`src/logic/absorb_pkg.sv`:
```
package absorb_pkg;

    // --------------------
    // Bus and block geometry
    // --------------------
    localparam int bus_width        = 32;
    localparam int bus_bytes        = bus_width / 8;
    localparam int block_width      = 128;
    localparam int words_per_block  = block_width / bus_width;

    // Mix input chunking, block plus 4 domain bits rounded up to whole chunks
    localparam int chunk_width      = 10;
    localparam int chunks_per_block = (block_width + 4 + chunk_width - 1) / chunk_width;

    // --------------------
    // Encodings
    // --------------------

    // Segment type codes on bdi_type
    typedef enum logic [3:0] {
        hdr_ad       = 4'd1,
        hdr_pt       = 4'd4,
        hdr_ct       = 4'd5,
        hdr_hash_msg = 4'd7,
        hdr_tag      = 4'd8,
        hdr_npub     = 4'd13
    } bdi_type_e;

    // Domain code prepended to each absorbed block
    typedef enum logic [1:0] {
        dom_npub = 2'd1,
        dom_ad   = 2'd2,
        dom_msg  = 2'd3
    } domain_e;

    // Reverse byte order so the first stream byte lands in byte 0
    function automatic logic [block_width-1:0] swap_bytes(
        input logic [block_width-1:0] value
    );
        logic [block_width-1:0] swapped;
        for (int i = 0; i < block_width / 8; i++) begin
            swapped[8*i +: 8] = value[block_width-8*(i+1) +: 8];
        end
        return swapped;
    endfunction

endpackage
```
`src/logic/block_if.sv`:
```
`timescale 1ns/1ps

interface block_if;
    import absorb_pkg::*;

    // Four-phase handshake pair
    logic                   req;
    logic                   ack;

    // Padded block, first stream word in the top 32 bits
    logic [block_width-1:0] data;
    logic                   pad;
    logic                   final_flag;
    domain_e                domain;

    modport source (
        output req,
        output data,
        output pad,
        output final_flag,
        output domain,
        input  ack
    );

    modport sink (
        input  req,
        input  data,
        input  pad,
        input  final_flag,
        input  domain,
        output ack
    );

endinterface

```
`src/logic/absorb_top.sv`:
```
`timescale 1ns/1ps

module absorb_top #(
    parameter int FIFO_DEPTH = 2
) (
    input  logic                               clk,
    input  logic                               rst,

    // --------------------
    // Segment input bus
    // --------------------
    input  logic [absorb_pkg::bus_width-1:0]   bdi,
    input  logic                               bdi_valid,
    output logic                               bdi_ready,
    input  logic [absorb_pkg::bus_bytes-1:0]   bdi_pad_loc,
    input  logic [absorb_pkg::bus_bytes-1:0]   bdi_valid_bytes,
    input  logic                               bdi_eot,
    input  logic                               bdi_eoi,
    input  absorb_pkg::bdi_type_e              bdi_type,

    // --------------------
    // Mix chunk output
    // --------------------
    output logic [absorb_pkg::chunk_width-1:0] mix_d,
    output logic                               mix_valid,
    output logic                               mix_last,
    input  logic                               mix_ready
);

    // Loader to buffer, buffer to feeder
    block_if to_fifo ();
    block_if to_feeder ();

    segment_loader u_loader (
        .clk             (clk),
        .rst             (rst),
        .bdi             (bdi),
        .bdi_valid       (bdi_valid),
        .bdi_ready       (bdi_ready),
        .bdi_pad_loc     (bdi_pad_loc),
        .bdi_valid_bytes (bdi_valid_bytes),
        .bdi_eot         (bdi_eot),
        .bdi_eoi         (bdi_eoi),
        .bdi_type        (bdi_type),
        .blk             (to_fifo.source)
    );

    block_fifo #(
        .DEPTH (FIFO_DEPTH)
    ) u_fifo (
        .clk (clk),
        .rst (rst),
        .wr  (to_fifo.sink),
        .rd  (to_feeder.source)
    );

    chunk_feeder u_feeder (
        .clk       (clk),
        .rst       (rst),
        .blk       (to_feeder.sink),
        .mix_d     (mix_d),
        .mix_valid (mix_valid),
        .mix_last  (mix_last),
        .mix_ready (mix_ready)
    );

endmodule

```
`src/logic/chunk_feeder.sv`:
```
`timescale 1ns/1ps

module chunk_feeder (
    input  logic                               clk,
    input  logic                               rst,
    block_if.sink                              blk,
    output logic [absorb_pkg::chunk_width-1:0] mix_d,
    output logic                               mix_valid,
    output logic                               mix_last,
    input  logic                               mix_ready
);
    import absorb_pkg::*;

    localparam int tagged_width = block_width + 4;
    localparam int frame_width  = chunks_per_block * chunk_width;
    localparam int idx_width    = $clog2(chunks_per_block);

    typedef enum logic [1:0] {
        idle,
        ack_hold,
        feed
    } state_e;

    state_e                  state;
    logic [idx_width-1:0]    chunk_idx;
    logic [tagged_width-1:0] tagged_r;
    logic [frame_width-1:0]  frame;
    logic                    last_chunk;

    assign last_chunk = (chunk_idx == idx_width'(chunks_per_block - 1));

    // --------------------
    // Handshake and chunk counter
    // --------------------
    always_ff @(posedge clk) begin
        if (rst) begin
            state     <= idle;
            chunk_idx <= '0;
        end else begin
            case (state)
                idle: begin
                    if (blk.req)
                        state <= ack_hold;
                end
                ack_hold: begin
                    // Feeding starts once the source drops req
                    if (!blk.req)
                        state <= feed;
                end
                feed: begin
                    if (mix_ready) begin
                        if (last_chunk) begin
                            state     <= idle;
                            chunk_idx <= '0;
                        end else begin
                            chunk_idx <= chunk_idx + 1'b1;
                        end
                    end
                end
                default: state <= idle;
            endcase
        end
    end

    // Domain, final and pad sit above the byte-swapped block
    always_ff @(posedge clk) begin
        if (state == idle && blk.req)
            tagged_r <= {blk.domain, blk.final_flag, blk.pad, swap_bytes(blk.data)};
    end

    // --------------------
    // Chunk select
    // --------------------
    // Top chunk holds zeros above the two domain bits
    assign frame = {{(frame_width - tagged_width){1'b0}}, tagged_r};

    assign mix_d     = frame[chunk_idx*chunk_width +: chunk_width];
    assign mix_valid = (state == feed);
    assign mix_last  = mix_valid && last_chunk;
    assign blk.ack   = (state == ack_hold);

endmodule

```
`src/logic/block_fifo.sv`:
```
`timescale 1ns/1ps

module block_fifo #(
    parameter int DEPTH = 2
) (
    input  logic    clk,
    input  logic    rst,
    block_if.sink   wr,
    block_if.source rd
);
    import absorb_pkg::*;

    localparam int ptr_width = (DEPTH > 1) ? $clog2(DEPTH) : 1;
    localparam int cnt_width = $clog2(DEPTH + 1);

    typedef enum logic [1:0] {
        rd_idle,
        rd_offer,
        rd_release
    } rd_phase_e;

    logic [block_width-1:0] mem_data  [DEPTH];
    logic                   mem_pad   [DEPTH];
    logic                   mem_final [DEPTH];
    domain_e                mem_dom   [DEPTH];

    logic [ptr_width-1:0]   wr_ptr;
    logic [ptr_width-1:0]   rd_ptr;
    logic [cnt_width-1:0]   count;
    logic                   wr_ack_r;
    rd_phase_e              rd_phase;
    logic                   full;
    logic                   push;
    logic                   pop;

    function automatic logic [ptr_width-1:0] next_ptr(input logic [ptr_width-1:0] p);
        if (p == ptr_width'(DEPTH - 1))
            return '0;
        return p + 1'b1;
    endfunction

    assign full = (count == cnt_width'(DEPTH));
    // No ack while full, which stalls the loader
    assign push = wr.req && !wr_ack_r && !full;
    assign pop  = (rd_phase == rd_offer) && rd.ack;

    // --------------------
    // Pointers and handshakes
    // --------------------
    always_ff @(posedge clk) begin
        if (rst) begin
            wr_ptr   <= '0;
            rd_ptr   <= '0;
            count    <= '0;
            wr_ack_r <= 1'b0;
            rd_phase <= rd_idle;
        end else begin
            if (push)
                wr_ptr <= next_ptr(wr_ptr);
            if (pop)
                rd_ptr <= next_ptr(rd_ptr);

            if (push && !pop)
                count <= count + 1'b1;
            else if (pop && !push)
                count <= count - 1'b1;

            if (push)
                wr_ack_r <= 1'b1;
            else if (wr_ack_r && !wr.req)
                wr_ack_r <= 1'b0;

            case (rd_phase)
                rd_idle:    if (count != '0) rd_phase <= rd_offer;
                rd_offer:   if (rd.ack) rd_phase <= rd_release;
                rd_release: if (!rd.ack) rd_phase <= rd_idle;
                default:    rd_phase <= rd_idle;
            endcase
        end
    end

    // Block storage
    always_ff @(posedge clk) begin
        if (push) begin
            mem_data[wr_ptr]  <= wr.data;
            mem_pad[wr_ptr]   <= wr.pad;
            mem_final[wr_ptr] <= wr.final_flag;
            mem_dom[wr_ptr]   <= wr.domain;
        end
    end

    assign wr.ack        = wr_ack_r;
    assign rd.req        = (rd_phase == rd_offer);
    assign rd.data       = mem_data[rd_ptr];
    assign rd.pad        = mem_pad[rd_ptr];
    assign rd.final_flag = mem_final[rd_ptr];
    assign rd.domain     = mem_dom[rd_ptr];

endmodule

```
`src/logic/segment_loader.sv`:
```
`timescale 1ns/1ps

module segment_loader (
    input  logic                             clk,
    input  logic                             rst,
    input  logic [absorb_pkg::bus_width-1:0] bdi,
    input  logic                             bdi_valid,
    output logic                             bdi_ready,
    input  logic [absorb_pkg::bus_bytes-1:0] bdi_pad_loc,
    input  logic [absorb_pkg::bus_bytes-1:0] bdi_valid_bytes,
    input  logic                             bdi_eot,
    input  logic                             bdi_eoi,
    input  absorb_pkg::bdi_type_e            bdi_type,
    block_if.source                          blk
);
    import absorb_pkg::*;

    localparam int cnt_width = $clog2(words_per_block);

    typedef enum logic [1:0] {
        load,
        pad_fill,
        offer,
        wait_ack
    } state_e;

    state_e                 state;
    state_e                 state_nxt;
    logic [cnt_width-1:0]   word_cnt;
    logic [block_width-1:0] block_r;
    logic [bus_width-1:0]   word_pad;
    bdi_type_e              type_r;
    logic                   eoi_r;
    logic                   vb0_r;
    domain_e                domain_w;
    logic                   take;
    logic                   last_slot;
    logic                   close;

    // --------------------
    // Per-byte padding
    // --------------------
    always_comb begin
        for (int i = 0; i < bus_bytes; i++) begin
            if (bdi_pad_loc[i])
                word_pad[8*i +: 8] = 8'h01;
            else if (bdi_valid_bytes[i])
                word_pad[8*i +: 8] = bdi[8*i +: 8];
            else
                word_pad[8*i +: 8] = 8'h00;
        end
    end

    assign take      = bdi_valid && bdi_ready;
    assign last_slot = (word_cnt == cnt_width'(words_per_block - 1));

    // Fourth word, a short word or end of segment closes the block
    assign close     = last_slot || !bdi_valid_bytes[0] || bdi_eot;

    // --------------------
    // Load FSM
    // --------------------
    always_comb begin
        state_nxt = state;
        case (state)
            load: begin
                if (take && close)
                    state_nxt = last_slot ? offer : pad_fill;
            end
            pad_fill: begin
                if (last_slot)
                    state_nxt = offer;
            end
            offer: begin
                if (blk.ack)
                    state_nxt = wait_ack;
            end
            wait_ack: begin
                if (!blk.ack)
                    state_nxt = load;
            end
            default: state_nxt = load;
        endcase
    end

    always_ff @(posedge clk) begin
        if (rst) begin
            state    <= load;
            word_cnt <= '0;
        end else begin
            state <= state_nxt;
            // Counter wraps back to zero on the last slot
            if (take || state == pad_fill)
                word_cnt <= word_cnt + 1'b1;
        end
    end

    // Block register shifts words in from the bottom
    always_ff @(posedge clk) begin
        if (take) begin
            block_r <= {block_r[block_width-bus_width-1:0], word_pad};
            type_r  <= bdi_type;
            eoi_r   <= bdi_eoi;
            vb0_r   <= bdi_valid_bytes[0];
        end else if (state == pad_fill) begin
            block_r <= {block_r[block_width-bus_width-1:0], {bus_width{1'b0}}};
        end
    end

    // --------------------
    // Domain separation
    // --------------------
    always_comb begin
        case (type_r)
            hdr_npub:             domain_w = dom_npub;
            hdr_ad, hdr_hash_msg: domain_w = dom_ad;
            default:              domain_w = dom_msg;
        endcase
    end

    assign bdi_ready      = (state == load);
    assign blk.req        = (state == offer);
    assign blk.data       = block_r;
    assign blk.pad        = ~vb0_r;
    // Hash message blocks are always final
    assign blk.final_flag = eoi_r || (type_r == hdr_hash_msg);
    assign blk.domain     = domain_w;

endmodule

```
`config.mk`:
```
export PLATFORM = sky130hd
export DESIGN_NAME = absorb_top
export DESIGN_NICKNAME = d
export VERILOG_FILES = /design/src/logic/absorb_pkg.sv /design/src/logic/block_if.sv /design/src/logic/absorb_top.sv /design/src/logic/chunk_feeder.sv /design/src/logic/block_fifo.sv /design/src/logic/segment_loader.sv
export SDC_FILE = /design/constraint.sdc
export NUM_CORES = 1
export LEC_CHECK = 0
export ABC_AREA = 1
export ABC_CLOCK_PERIOD_IN_PS = 13500
export BUFFER_PORTS_ARGS = -buffer_cell sky130_fd_sc_hd__buf_2
export CORE_MARGIN = 3
export CORE_UTILIZATION = 56
export DETAILED_ROUTE_END_ITERATION = 7
export GPL_TIMING_DRIVEN = 0
export PLACE_DENSITY = 0.8
export SLEW_MARGIN = 10
export SYNTH_ARGS = -nofsm -noshare
export SYNTH_HDL_FRONTEND = slang
export SYNTH_SLANG_ARGS = --single-unit
```
`constraint.sdc`:
```
create_clock -name clk -period 13.5 [get_ports clk]
set_input_delay 0.675 -clock clk [delete_from_list [all_inputs] [get_ports clk]]
set_output_delay 0.675 -clock clk [all_outputs]
set_load 0.005 [all_outputs]
```
==> run summary, run 1 <==
Walking the worst path, the cells encountered are clkbuf_2, inv_1, buf_2, buf_4, nand3_1, nand3_1, nand2_1, buf_2. Measured in cells, the most critical reg-to-reg path has a length of 8. The setup violation total in the final timing report is 0. The post-CTS resize count is 0. The wire length reported by the detailed router came out at ~42000 um. The count of buffers inserted at the top-level ports came out at 62. The floorplan step defined a die boundary enclosing 38300 sq um. The maximum level of the CTS H-tree came out at 2.

STA classifies the critical path endpoint as a primary output. The number of placement rows is 68. The first-pass GRT wire length came out at 64000 um.

Setup repair after global routing left no endpoint under its margin. IR analysis of the VDD net gives a maximum drop of 0.191 mV. Tracing the worst setup path back leads to its startpoint at u_feeder.chunk_idx[2]. Summing every instance area after synthesis gives a little over 20000 sq um.

The minimum clock period after layout is slightly below 3 ns. The post-CTS setup buffer count is 0. The cts-stage hold buffer count came out at 0. The distinct cell type count after synthesis came out at 25. The antenna cell count is 0. The final count of pins violating max slew was 0.

The number of flip-flops and latches in the synthesized netlist is between 500 and 600. TritonCTS built the clock tree. For this run the aggregate overflow at the end of global routing stands at 0. The total number of nets in the final design came out at between 1.5k and 2k. Entering global routing, the biggest net connects 87 pins. The power per cell area came out at 212 nW/um^2. The number of nets in the synthesized netlist came out at about 1.6k. The DRC violation total after the first TritonRoute iteration is 1223. Sorting the synthesized cells by area gives the leading types as edfxtp_1, nand2_1, dfxtp_1. The HPWL after detailed placement came out at around 29000 um. In the routed design, unresolved DRC markers number 0. The detailed-routing iteration count for the pre-antenna-repair pass came out at 6. Setup slack on the worst reg-to-reg path comes out at 10.54 ns. Dividing the final minimum period by the clock period gives around 22%. The worst-case clock skew is between 0.015 and 0.02 ns. The reported leakage power came out at about 9 nW. The number of global-route vias before repair was roughly 12k. Measured along the y axis, the die boundary spans ~200 um. The I/O pin count is 63.

The initial antenna violation count is 0. Measured against its own limit, the worst slew margin works out to just under 40%. The arrival time at the worst endpoint is about 2.3 ns. In this run the worst setup path terminates at mix_d[2]. The slew at the pin with the worst max-slew slack came out at 0.921 ns. CTS placed an instance of clkbuf_16 at the clock tree root. The total area inside the core boundary comes to 35100 sq um. The cell type contributing the most total cell area after synthesis is edfxtp_1. Routability-driven placement finished with a final weighted congestion of around 0.91. For this run, the slowest stage of the critical path takes 0.30 ns. The share of the synthesized area in the top cell type is about four fifths.

The launch point of the worst reg-to-reg path is u_loader.state[0]. The path class of the tightest hold or removal check is primary input to flop. The fraction of final layout cells sized beyond drive strength 1 came out at between 10% and 20%. The slowest stage cell on the critical path is dfxtp_1. After detailed routing, the average wire length per cell comes to around 20 um.

The final-report hold violation count came out at 0. STA classifies the critical path startpoint as a flop. The worst register-to-register path ends at u_fifo.mem_data[0][93].

Compared with the post-synthesis result, the final layout area differs by 14.2%. The number of buffers created by CTS came out at 50. Clock latency on the worst-skew pair, taken at its later pin, is approximately 0.56 ns. Of the synthesized area, sequential elements account for 80.6%. The x dimension of the die is 196 um. The max-cap check violation count is 0. Clock-pin slew was measured on the worst setup and hold paths at roughly 0.06 ns. The critical path data required time came out at 12.82 ns. The highest clock frequency the design can meet came out at between 0.3 and 0.4 GHz. Across all hold checks on the routed design, the worst slack comes to between 0.2 and 0.3 ns. The number of clock sinks seen by CTS is roughly 550. The count of nets left with antenna violations after detail routing is 0. The run finished with clean final reports. The post-synthesis area per instance is approximately 13 sq um. The count of warnings emitted by yosys is 0.

Using the TritonRoute via totals, the vias-per-cell ratio works out to 5.32. The initial core utilization came out at between 50% and 60%. Global routing used between 20 and 25% of the available tracks. After technology mapping, the gate count stands at 1519. The start-to-end type of the worst setup path is flop to primary output. The final core area utilization came out at ~66%. The vias after detailed routing came out at 11.4k. The clock passes through at most 3 buffers.

The maximum net fanout on the critical path is 10.
layout make-up:
| cell class | instances | area, sq um |
|---|---|---|
| inverter | 63 | 241 |
| timing repair buffer | 84 | 614 |
| fill | 2402 | 12000 |
| multi-input combinational | 852 | 3430 |
| clock inverter | 22 | 239 |
| sequential | 547 | 16300 |
| tap | 455 | 569 |
| clock buffer | 69 | 1420 |
| buffer | 57 | 275 |
layout by cell type (no fill, tap or decap), types with 5 or more instances in the layout:
cell type and instances:
a21oi_1 17, buf_12 8, buf_2 89, buf_4 15
buf_6 5, bufinv_16 5, clkbuf_1 30, clkbuf_16 51
clkbuf_8 8, clkinv_1 5, clkinv_2 9, dfxtp_1 17
edfxtp_1 530, ha_1 6, inv_1 60, nand2_1 698
nand3_1 47, nand3b_1 5, nor2_1 48, o21ai_0 14
stage by stage:
step / area, sq um / total power [mW] / TNS [ns] / setup WS (ns) / cells
finish: 23000 / 4.88 / 0 / 10.52 / 2149
global route: 23000 / 5.08 / 0 / 10.35 / 2149
CTS: 23000 / 4.90 / 0 / 10.55 / 2149
detailed placement: 21400 / 3.51 / 0 / 10.58 / 2058
global placement: 21100 / 3.52 / -174.88 / -1.34 / 2036
floorplan: 20200 / 3.22 / 0 / 3.21 / 1519
layer usage:
metal / track usage (%) / routed length [um] / vias to the layer above
met5: 0 / 0 / -
met4: 7.63 / 1300 / 0
li1: - / - / 5411
met2: 37.2 / 20900 / 481
met3: 4.05 / 3300 / 88
met1: 29.2 / 16400 / 5463
cell usage after synthesis (all sizes together):
cell / n
nand3: 47
clkbuf: 21
nor3: 3
nand2: 698
nand4: 2
xor2: 1
or2: 2
edfxtp: 530
inv: 63
nand3b: 5
o22ai: 1
a21oi: 17
nor2: 52
dfxtp: 17
o21ai: 15
buf: 36
o211ai: 2
a21o: 1
ha: 6
report_power, final:
part           switching, mW  internal [mW]  leakage (nW)
Combinational          0.445          0.170          3.07
Sequential             0.246           2.61          5.08
Clock                  0.575          0.832         0.820
state kept, by name, summed over array words and instances (netlist names), 4 cells and up:
signal and cells:
u_feeder.chunk_idx 4, u_feeder.tagged_r 132, u_fifo.mem_data 256, u_fifo.mem_dom 4, u_loader.blk.data 128, u_loader.type_r 4
critical path: cells and delay by family, from the launching register on:
family        cells  cell delay (ns)
flops             1             0.30
buf+inv           5             0.97
simple gates      3             0.47
logic make-up (layout without fill, tap and decap cells):
kind of cell,count (synthesis),count (layout),share of synthesized area (%)
flip-flops,547,547,80.6
buffers and inverters,120,295,2.54
adder cells (fa/ha/maj),6,6,0.372
AO/OA/AOI/OAI,36,36,0.937
XOR/XNOR,1,1,0.0434
AND/OR/NAND/NOR,809,809,15.5
worst min-delay path by stage:
stage | to | startpoint | cells after the start | slack [ns]
after floorplan | u_fifo.mem_data[0][100] | u_loader.blk.data[100] | 0 | 0.42
after global placement | u_fifo.mem_data[1][120] | u_loader.blk.data[120] | 0 | 0.42
after detailed placement | u_fifo.mem_data[0][97] | u_loader.blk.data[97] | 0 | 0.43
after CTS | u_loader.type_r[0] | bdi_type[0] | 1 | 0.28
after global routing | u_loader.type_r[0] | bdi_type[0] | 1 | 0.28
final | u_loader.type_r[0] | bdi_type[0] | 1 | 0.30
Note: power is estimated with default switching activity, not from simulation.
==> run 2: changes to the inputs <==
- ABC_CLOCK_PERIOD_IN_PS: 13500 -> 2900
- clock period: 13.5 -> 2.9 ns (I/O delays scaled with it)
==> run summary, run 2 (synthesized netlist as in run 1, its figures left out) <==
The flow ran to the end, and the final reports show no timing, DRC or antenna violations. For this run, design rule violations remaining after detail routing come to 0. The number of global-route vias before repair came out at 12.1k. The HPWL after detailed placement came out at 29000 um. The total number of nets in the final design came out at 1761. The die covers roughly 38000 sq um. After routing the design area is roughly 24000 sq um.

The clock share of power is 28.0%. The wire length reported by the detailed router is 43700 um. The worst path needs about 2.6 ns of the cycle, external delays included. The detailed-routing iteration count for the pre-antenna-repair pass is 6. 0 antenna diodes ended up in the layout. The path class of the tightest hold or removal check is primary input to flop. Input and output buffers added on the ports amount to 62. The setup violation total in the final timing report came out at 0. In the routed layout, each cell is associated on average with a via count of around 5.5.

The cell at the root of the clock tree is clkbuf_16. The setup path with the least slack is of type flop to flop. The DRC violation total after the first TritonRoute iteration came out at around 1.4k. The critical path goes through inv_2, ha_4, nand2_2, a21oi_2, inv_2, nor2_4, buf_12, buf_12, buf_16. The count of nets left with antenna violations after detail routing is 0. The initial core utilization is 57.5%. The fraction of final layout cells sized beyond drive strength 1 is a little over an eighth. The number of cells on the worst hold path is 5. The worst pin sits at a relative slew slack of 50.4%. The number of flip-flops under the largest register name came out at between 200 and 300. The die height came out at 196 um. Final hold analysis gives a worst-case slack of 0.0433 ns. Detailed routing placed a total of 3930 um of wire on met3. The x dimension of the die is 196 um. The proportion of power drawn by flip-flops and latches came out at between 50% and 60%. The internal power of the cells totals between 15 and 20 mW.

The total power is roughly 23 mW. The final-report hold violation count came out at 0. The worst-case IR drop observed on VDD is approximately 0.78 mV. The clock passes through at most 3 buffers. The post-placement worst setup slack came out at 0.347 ns. The part of the power in combinational logic came out at about 14%. The reported leakage power is slightly above 9 nW.

The number of clock sinks seen by CTS is roughly 550. The clock latency reported for the late side of the worst-skew pair is approximately 0.56 ns. The core region area is between 30000 and 40000 sq um. In this run, CTS created clock tree buffers numbering 52. The I/O pin count is 63.

Across all layers, the routed design uses roughly 12k vias. The number of placement rows is between 60 and 70. The final count of pins violating max slew came out at 0. The switching share of power came out at between 20% and 30%. The global-route usage over all layers came out at between 20% and 30%. The area occupied by registers is about 16000 sq um.

The library cells used most frequently in the layout, excluding fill and tap cells, are nand2_1, edfxtp_1, buf_2, inv_1, clkbuf_16. The layout-stage area growth over the synthesis result is 17.4%. The slowest stage of the critical path is the nor2_4 cell. In this run the number of H-tree levels came out at 2. The routed wire length on met2 came out at 21600 um. The max-cap check violation count is 0. The fill cell total of the finished layout is between 2k and 2.5k. Of all nets on the critical path, the largest fanout is 26. Entering global routing, the biggest net connects 39 pins. At the worst endpoint, the arrival time is ~2.8 ns. The met1 wire length came out at 16500 um. The overall overflow remaining after global route is 0. After clock tree synthesis, the clock-pin slew on the worst setup and hold paths is 0.06 ns. TritonCTS built the clock tree. The final critical-path setup slack came out at approximately 0.34 ns. The worst register-to-register path ends at u_fifo.mem_data[1][83]. After clock tree synthesis, the repair step resized 0 gates. For the pin with the worst max-slew slack, the measured transition is roughly 0.74 ns. STA classifies the critical path startpoint as a flop. Measured in cells, the most critical reg-to-reg path has a length of 9. The highest signal layer in the routed design is met4.

The delay of the slowest cell on the worst path is about 0.52 ns. The worst hold path begins at bdi_eot. Once layout is complete, the utilization of the core stands at 67.6%. The net switching power came out at ~6.1 mW. The final weighted congestion in routability-driven placement came out at about 0.96.

The most frequent standard cell in the layout excluding fill and tap cells is nand2_1. The highest clock frequency the design can meet is about 0.39 GHz. The power per cell area is roughly 970 nW/um^2. The post-route clock period utilization is 88.4%. The first global-routing pass estimated ~66000 um of wire.

The placed cell area came out at about 22000 sq um. The reg2reg setup slack came out at around 0.34 ns. The worst setup path is captured at a flop. The multi-input logic area is roughly 3500 sq um. The average detailed-routed wire length per instance is 19.9 um. The top register by number of flip-flops is u_fifo.mem_data.

The initial antenna violation count was 0. The worst-case clock skew is between 0.015 and 0.02 ns. The critical path data required time came out at 3.16 ns. The worst hold path endpoint is u_loader.state[1]. The worst register-to-register path begins at u_loader.state[0]. Setup repair after global routing left no endpoint under its margin.
## run 2: stage by stage
stage	instances	setup TNS, ns
floorplan	1519	-271.15
global placement	2036	-994.67
detailed placement	2059	0
CTS	2201	0
global route	2201	0
finish	2201	0
## run 2: layer usage
metal	up-vias	GRT usage, %
met5	-	0
met2	593	38.0
li1	5532	-
met1	5772	29.6
met3	119	4.02
met4	0	8.85
## run 2: final cells by class
type                            instances  area share [%]
Tap cell                              455            2.40
Multi-Input combinational cell        852            14.7
Clock buffer                           63            5.92
Buffer                                 57            1.16
Timing Repair Buffer                  132            5.15
Sequential cell                       547            68.6
Inverter                               63            1.04
Clock inverter                         32           0.972
## run 2: critical path, delay by kind of cell, from the launching register on
family                   cells  cell delay [ns]
adder cells (fa/ha/maj)      1             0.14
flip-flops                   1             0.34
AO/OA/AOI/OAI                1             0.23
AND/OR/NAND/NOR              2             0.59
buffers and inverters        5             0.92
## run 2: timing repair
action / in CTS / in global routing
hold endpoints to repair: 44 / 0
hold buffers: 47 / 0
buffers inserted: 0 / 0
## run 2: worst max path at each step
stage / from / end / cells past startpoint
final: u_loader.state[0] / u_fifo.mem_data[1][83] / 9
after global routing: u_loader.state[0] / u_fifo.mem_data[1][85] / 9
after CTS: u_loader.state[0] / u_fifo.mem_data[1][85] / 9
after detailed placement: u_loader.state[0] / u_fifo.mem_data[1][115] / 9
after global placement: u_fifo.rd_phase[0] / u_feeder.tagged_r[11] / 4
after floorplan: u_fifo.rd_phase[0] / u_feeder.tagged_r[0] / 4
## run 2: power by group through the flow
| stage | Clock (mW) | Combinational, mW | Sequential [mW] |
|---|---|---|---|
| floorplan | 0 | 1.78 | 13.0 |
| global placement | 0 | 2.49 | 13.3 |
| detailed placement | 0 | 3.12 | 13.5 |
| CTS | 6.45 | 3.19 | 13.3 |
| global route | 6.77 | 3.52 | 13.5 |
| finish | 6.42 | 3.18 | 13.3 |
==> run 3: changes to the inputs <==
==> constraint.sdc (replaced) <==
create_clock -name clk -period 2.9 [get_ports clk]
set_input_delay 0.29 -clock clk [delete_from_list [all_inputs] [get_ports clk]]
set_output_delay 0.29 -clock clk [all_outputs]
set_load 0.005 [all_outputs]
==> run summary, run 3 (synthesized netlist as in run 1, its figures left out) <==
The final weighted congestion in routability-driven placement came out at about 0.96. Using the TritonRoute via totals, the vias-per-cell ratio works out to between 5 and 6. CTS built an H-tree with a depth of 2. The type of destination of the critical path is a flop.

The most utilized layer in the global route result is met2. Measured against its own limit, the worst slew margin works out to 48.5%. Ranked by flip-flop count, first place goes to u_fifo.mem_data. After clock tree synthesis, the clock-pin slew on the worst setup and hold paths is around 0.06 ns.

The global-route usage over all layers came out at approximately 22%. The initial core utilization is between 50% and 60%. The startpoint kind of the worst setup timing path is a flop. Across the VDD grid, the largest voltage drop is roughly 0.74 mV.

The die height came out at ~200 um. The average detailed-routed wire length per instance came out at 19.7 um. The post-route clock period utilization came out at between 80% and 90%. The final count of pins violating max slew is 0.

The final core area utilization came out at 66.4%. The number of placement rows came out at between 60 and 70. The count of buffers inserted at the top-level ports came out at between 60 and 70.

The x dimension of the die came out at 196 um. The clock net in this run drives a total of around 550 sinks. The remaining routing DRC violations is 0.

The initial antenna violation count is 0. In this run the worst path has a maximum fanout of 26. Leaving out fill and tap cells, the most frequent cells in the layout are nand2_1, edfxtp_1, buf_2, inv_1, clkbuf_16. The arrival time at the worst endpoint is between 2 and 3 ns. The antenna cell count is 0. Clock tree synthesis selected as its root buffer the cell clkbuf_16. The minimum clock period after layout came out at 2.57 ns. The HPWL after detailed placement came out at roughly 29000 um.

Compared with the post-synthesis result, the final layout area differs by 15.4%. The worst-case clock skew is about 0.014 ns. The first-pass GRT wire length is roughly 64000 um. The run finished with clean final reports.

The routing usage on met3 came out at under 10%. Across all layers, the routed design uses roughly 12k vias. The fraction of final layout cells sized beyond drive strength 1 came out at between 10% and 20%. The post-CTS resize count came out at 0. The highest clock frequency the design can meet is between 0.3 and 0.4 GHz. The number of global-route vias before repair came out at roughly 12k. Dividing total power by cell area gives a power density of between 900 and 1000 nW/um^2. The slew at the pin with the worst max-slew slack is 0.772 ns. At the end of the flow, the number of nets in the layout was approximately 1.7k. The met2 global-route usage is between 30 and 40%.

The largest net degree at the start of global routing is 39. The most frequent standard cell in the layout excluding fill and tap cells is nand2_1. The clock passes through at most 3 buffers. The area enclosed by the die boundary is 38300 sq um.

The core region area is approximately 35000 sq um. The critical path data required time came out at 3.16 ns. The overall overflow remaining after global route came out at 0. The clock latency reported for the late side of the worst-skew pair is between 0.5 and 0.6 ns.

The I/O pin count came out at 63. The total power came out at between 20 and 25 mW. The detailed-routing iteration count for the pre-antenna-repair pass came out at 6. For met1 alone, demand over resource in global routing was about 30%. The detailed router finished its first iteration with around 1.3k violations. The count of nets left with antenna violations after detail routing came out at 0.

The max-cap check violation count came out at 0. Setup repair after global routing left no endpoint under its margin. Clock tree synthesis inserted a total of 52 buffers. For this design the static power due to leakage is between 9 and 10 nW. The start-to-end type of the worst setup path is flop to flop. The TritonCTS clock tree is done. The setup violation total in the final timing report came out at 0. The number of flip-flops under the largest register name came out at about 260. The min-delay analysis places its worst path in the category primary input to flop. The final-report hold violation count is 0. The wire length reported by the detailed router came out at approximately 43000 um.
-- run 3: power breakdown --
part / internal (mW) / switching (mW)
logic: 0.971 / 2.14
registers: 12.2 / 1.17
clock network: 3.62 / 2.76
total: 16.8 / 6.07
-- run 3: per-stage QoR --
step	area, sq um	std cells	setup slack [ns]	hold WS [ns]	setup TNS (ns)
6_report	23300	2160	0.330	0.0258	0
5_1_grt	23300	2160	0.215	0.0140	0
4_1_cts	23300	2160	0.323	0.00573	0
3_5_place_dp	21600	2059	0.347	0.429	0
3_3_place_gp	21100	2036	-2.87	0.424	-994.67
2_1_floorplan	20300	1519	-1.24	0.352	-271.15
-- run 3: routing by layer --
metal | wire length (um) | vias up
met5 | 0 | -
met1 | 16100 | 5633
met4 | 1640 | 0
li1 | - | 5442
met2 | 21000 | 607
met3 | 3890 | 129
-- run 3: path summary, 6_finish.rpt --
check                    startpoint                      end  slack (ns)  depth (start not counted)
max               u_loader.state[0]   u_fifo.mem_data[1][83]        0.33                          9
min                             rst       u_fifo.rd_phase[0]        0.03                          2
max reg2reg       u_loader.state[0]   u_fifo.mem_data[1][83]        0.33                          9
min reg2reg  u_loader.blk.data[115]  u_fifo.mem_data[1][115]        0.45                          0
-- run 3: repair_timing --
| item | in CTS | in global routing |
|---|---|---|
| setup endpoints to repair | 0 | 0 |
| hold buffers | 6 | 0 |
| buffers inserted | 0 | 0 |
| hold endpoints to repair | 6 | 0 |
-- run 3: critical path: stages (launching register included) --
cell and delay, ns:
dfxtp_2 0.34, inv_2 0.10, ha_4 0.14, nand2_2 0.07, a21oi_2 0.23, inv_2 0.12, nor2_4 0.52, buf_12 0.28
buf_12 0.23, buf_16 0.19
-- run 3: cell type report --
class | count | area (sq um)
repair buffers | 91 | 810
clock inverters | 32 | 230
fillers | 2363 | 11800
well taps | 455 | 569
flip-flops and latches | 547 | 16300
clock buffers | 63 | 1400
multi-input cells | 852 | 3490
plain buffers | 57 | 275
inverters | 63 | 245
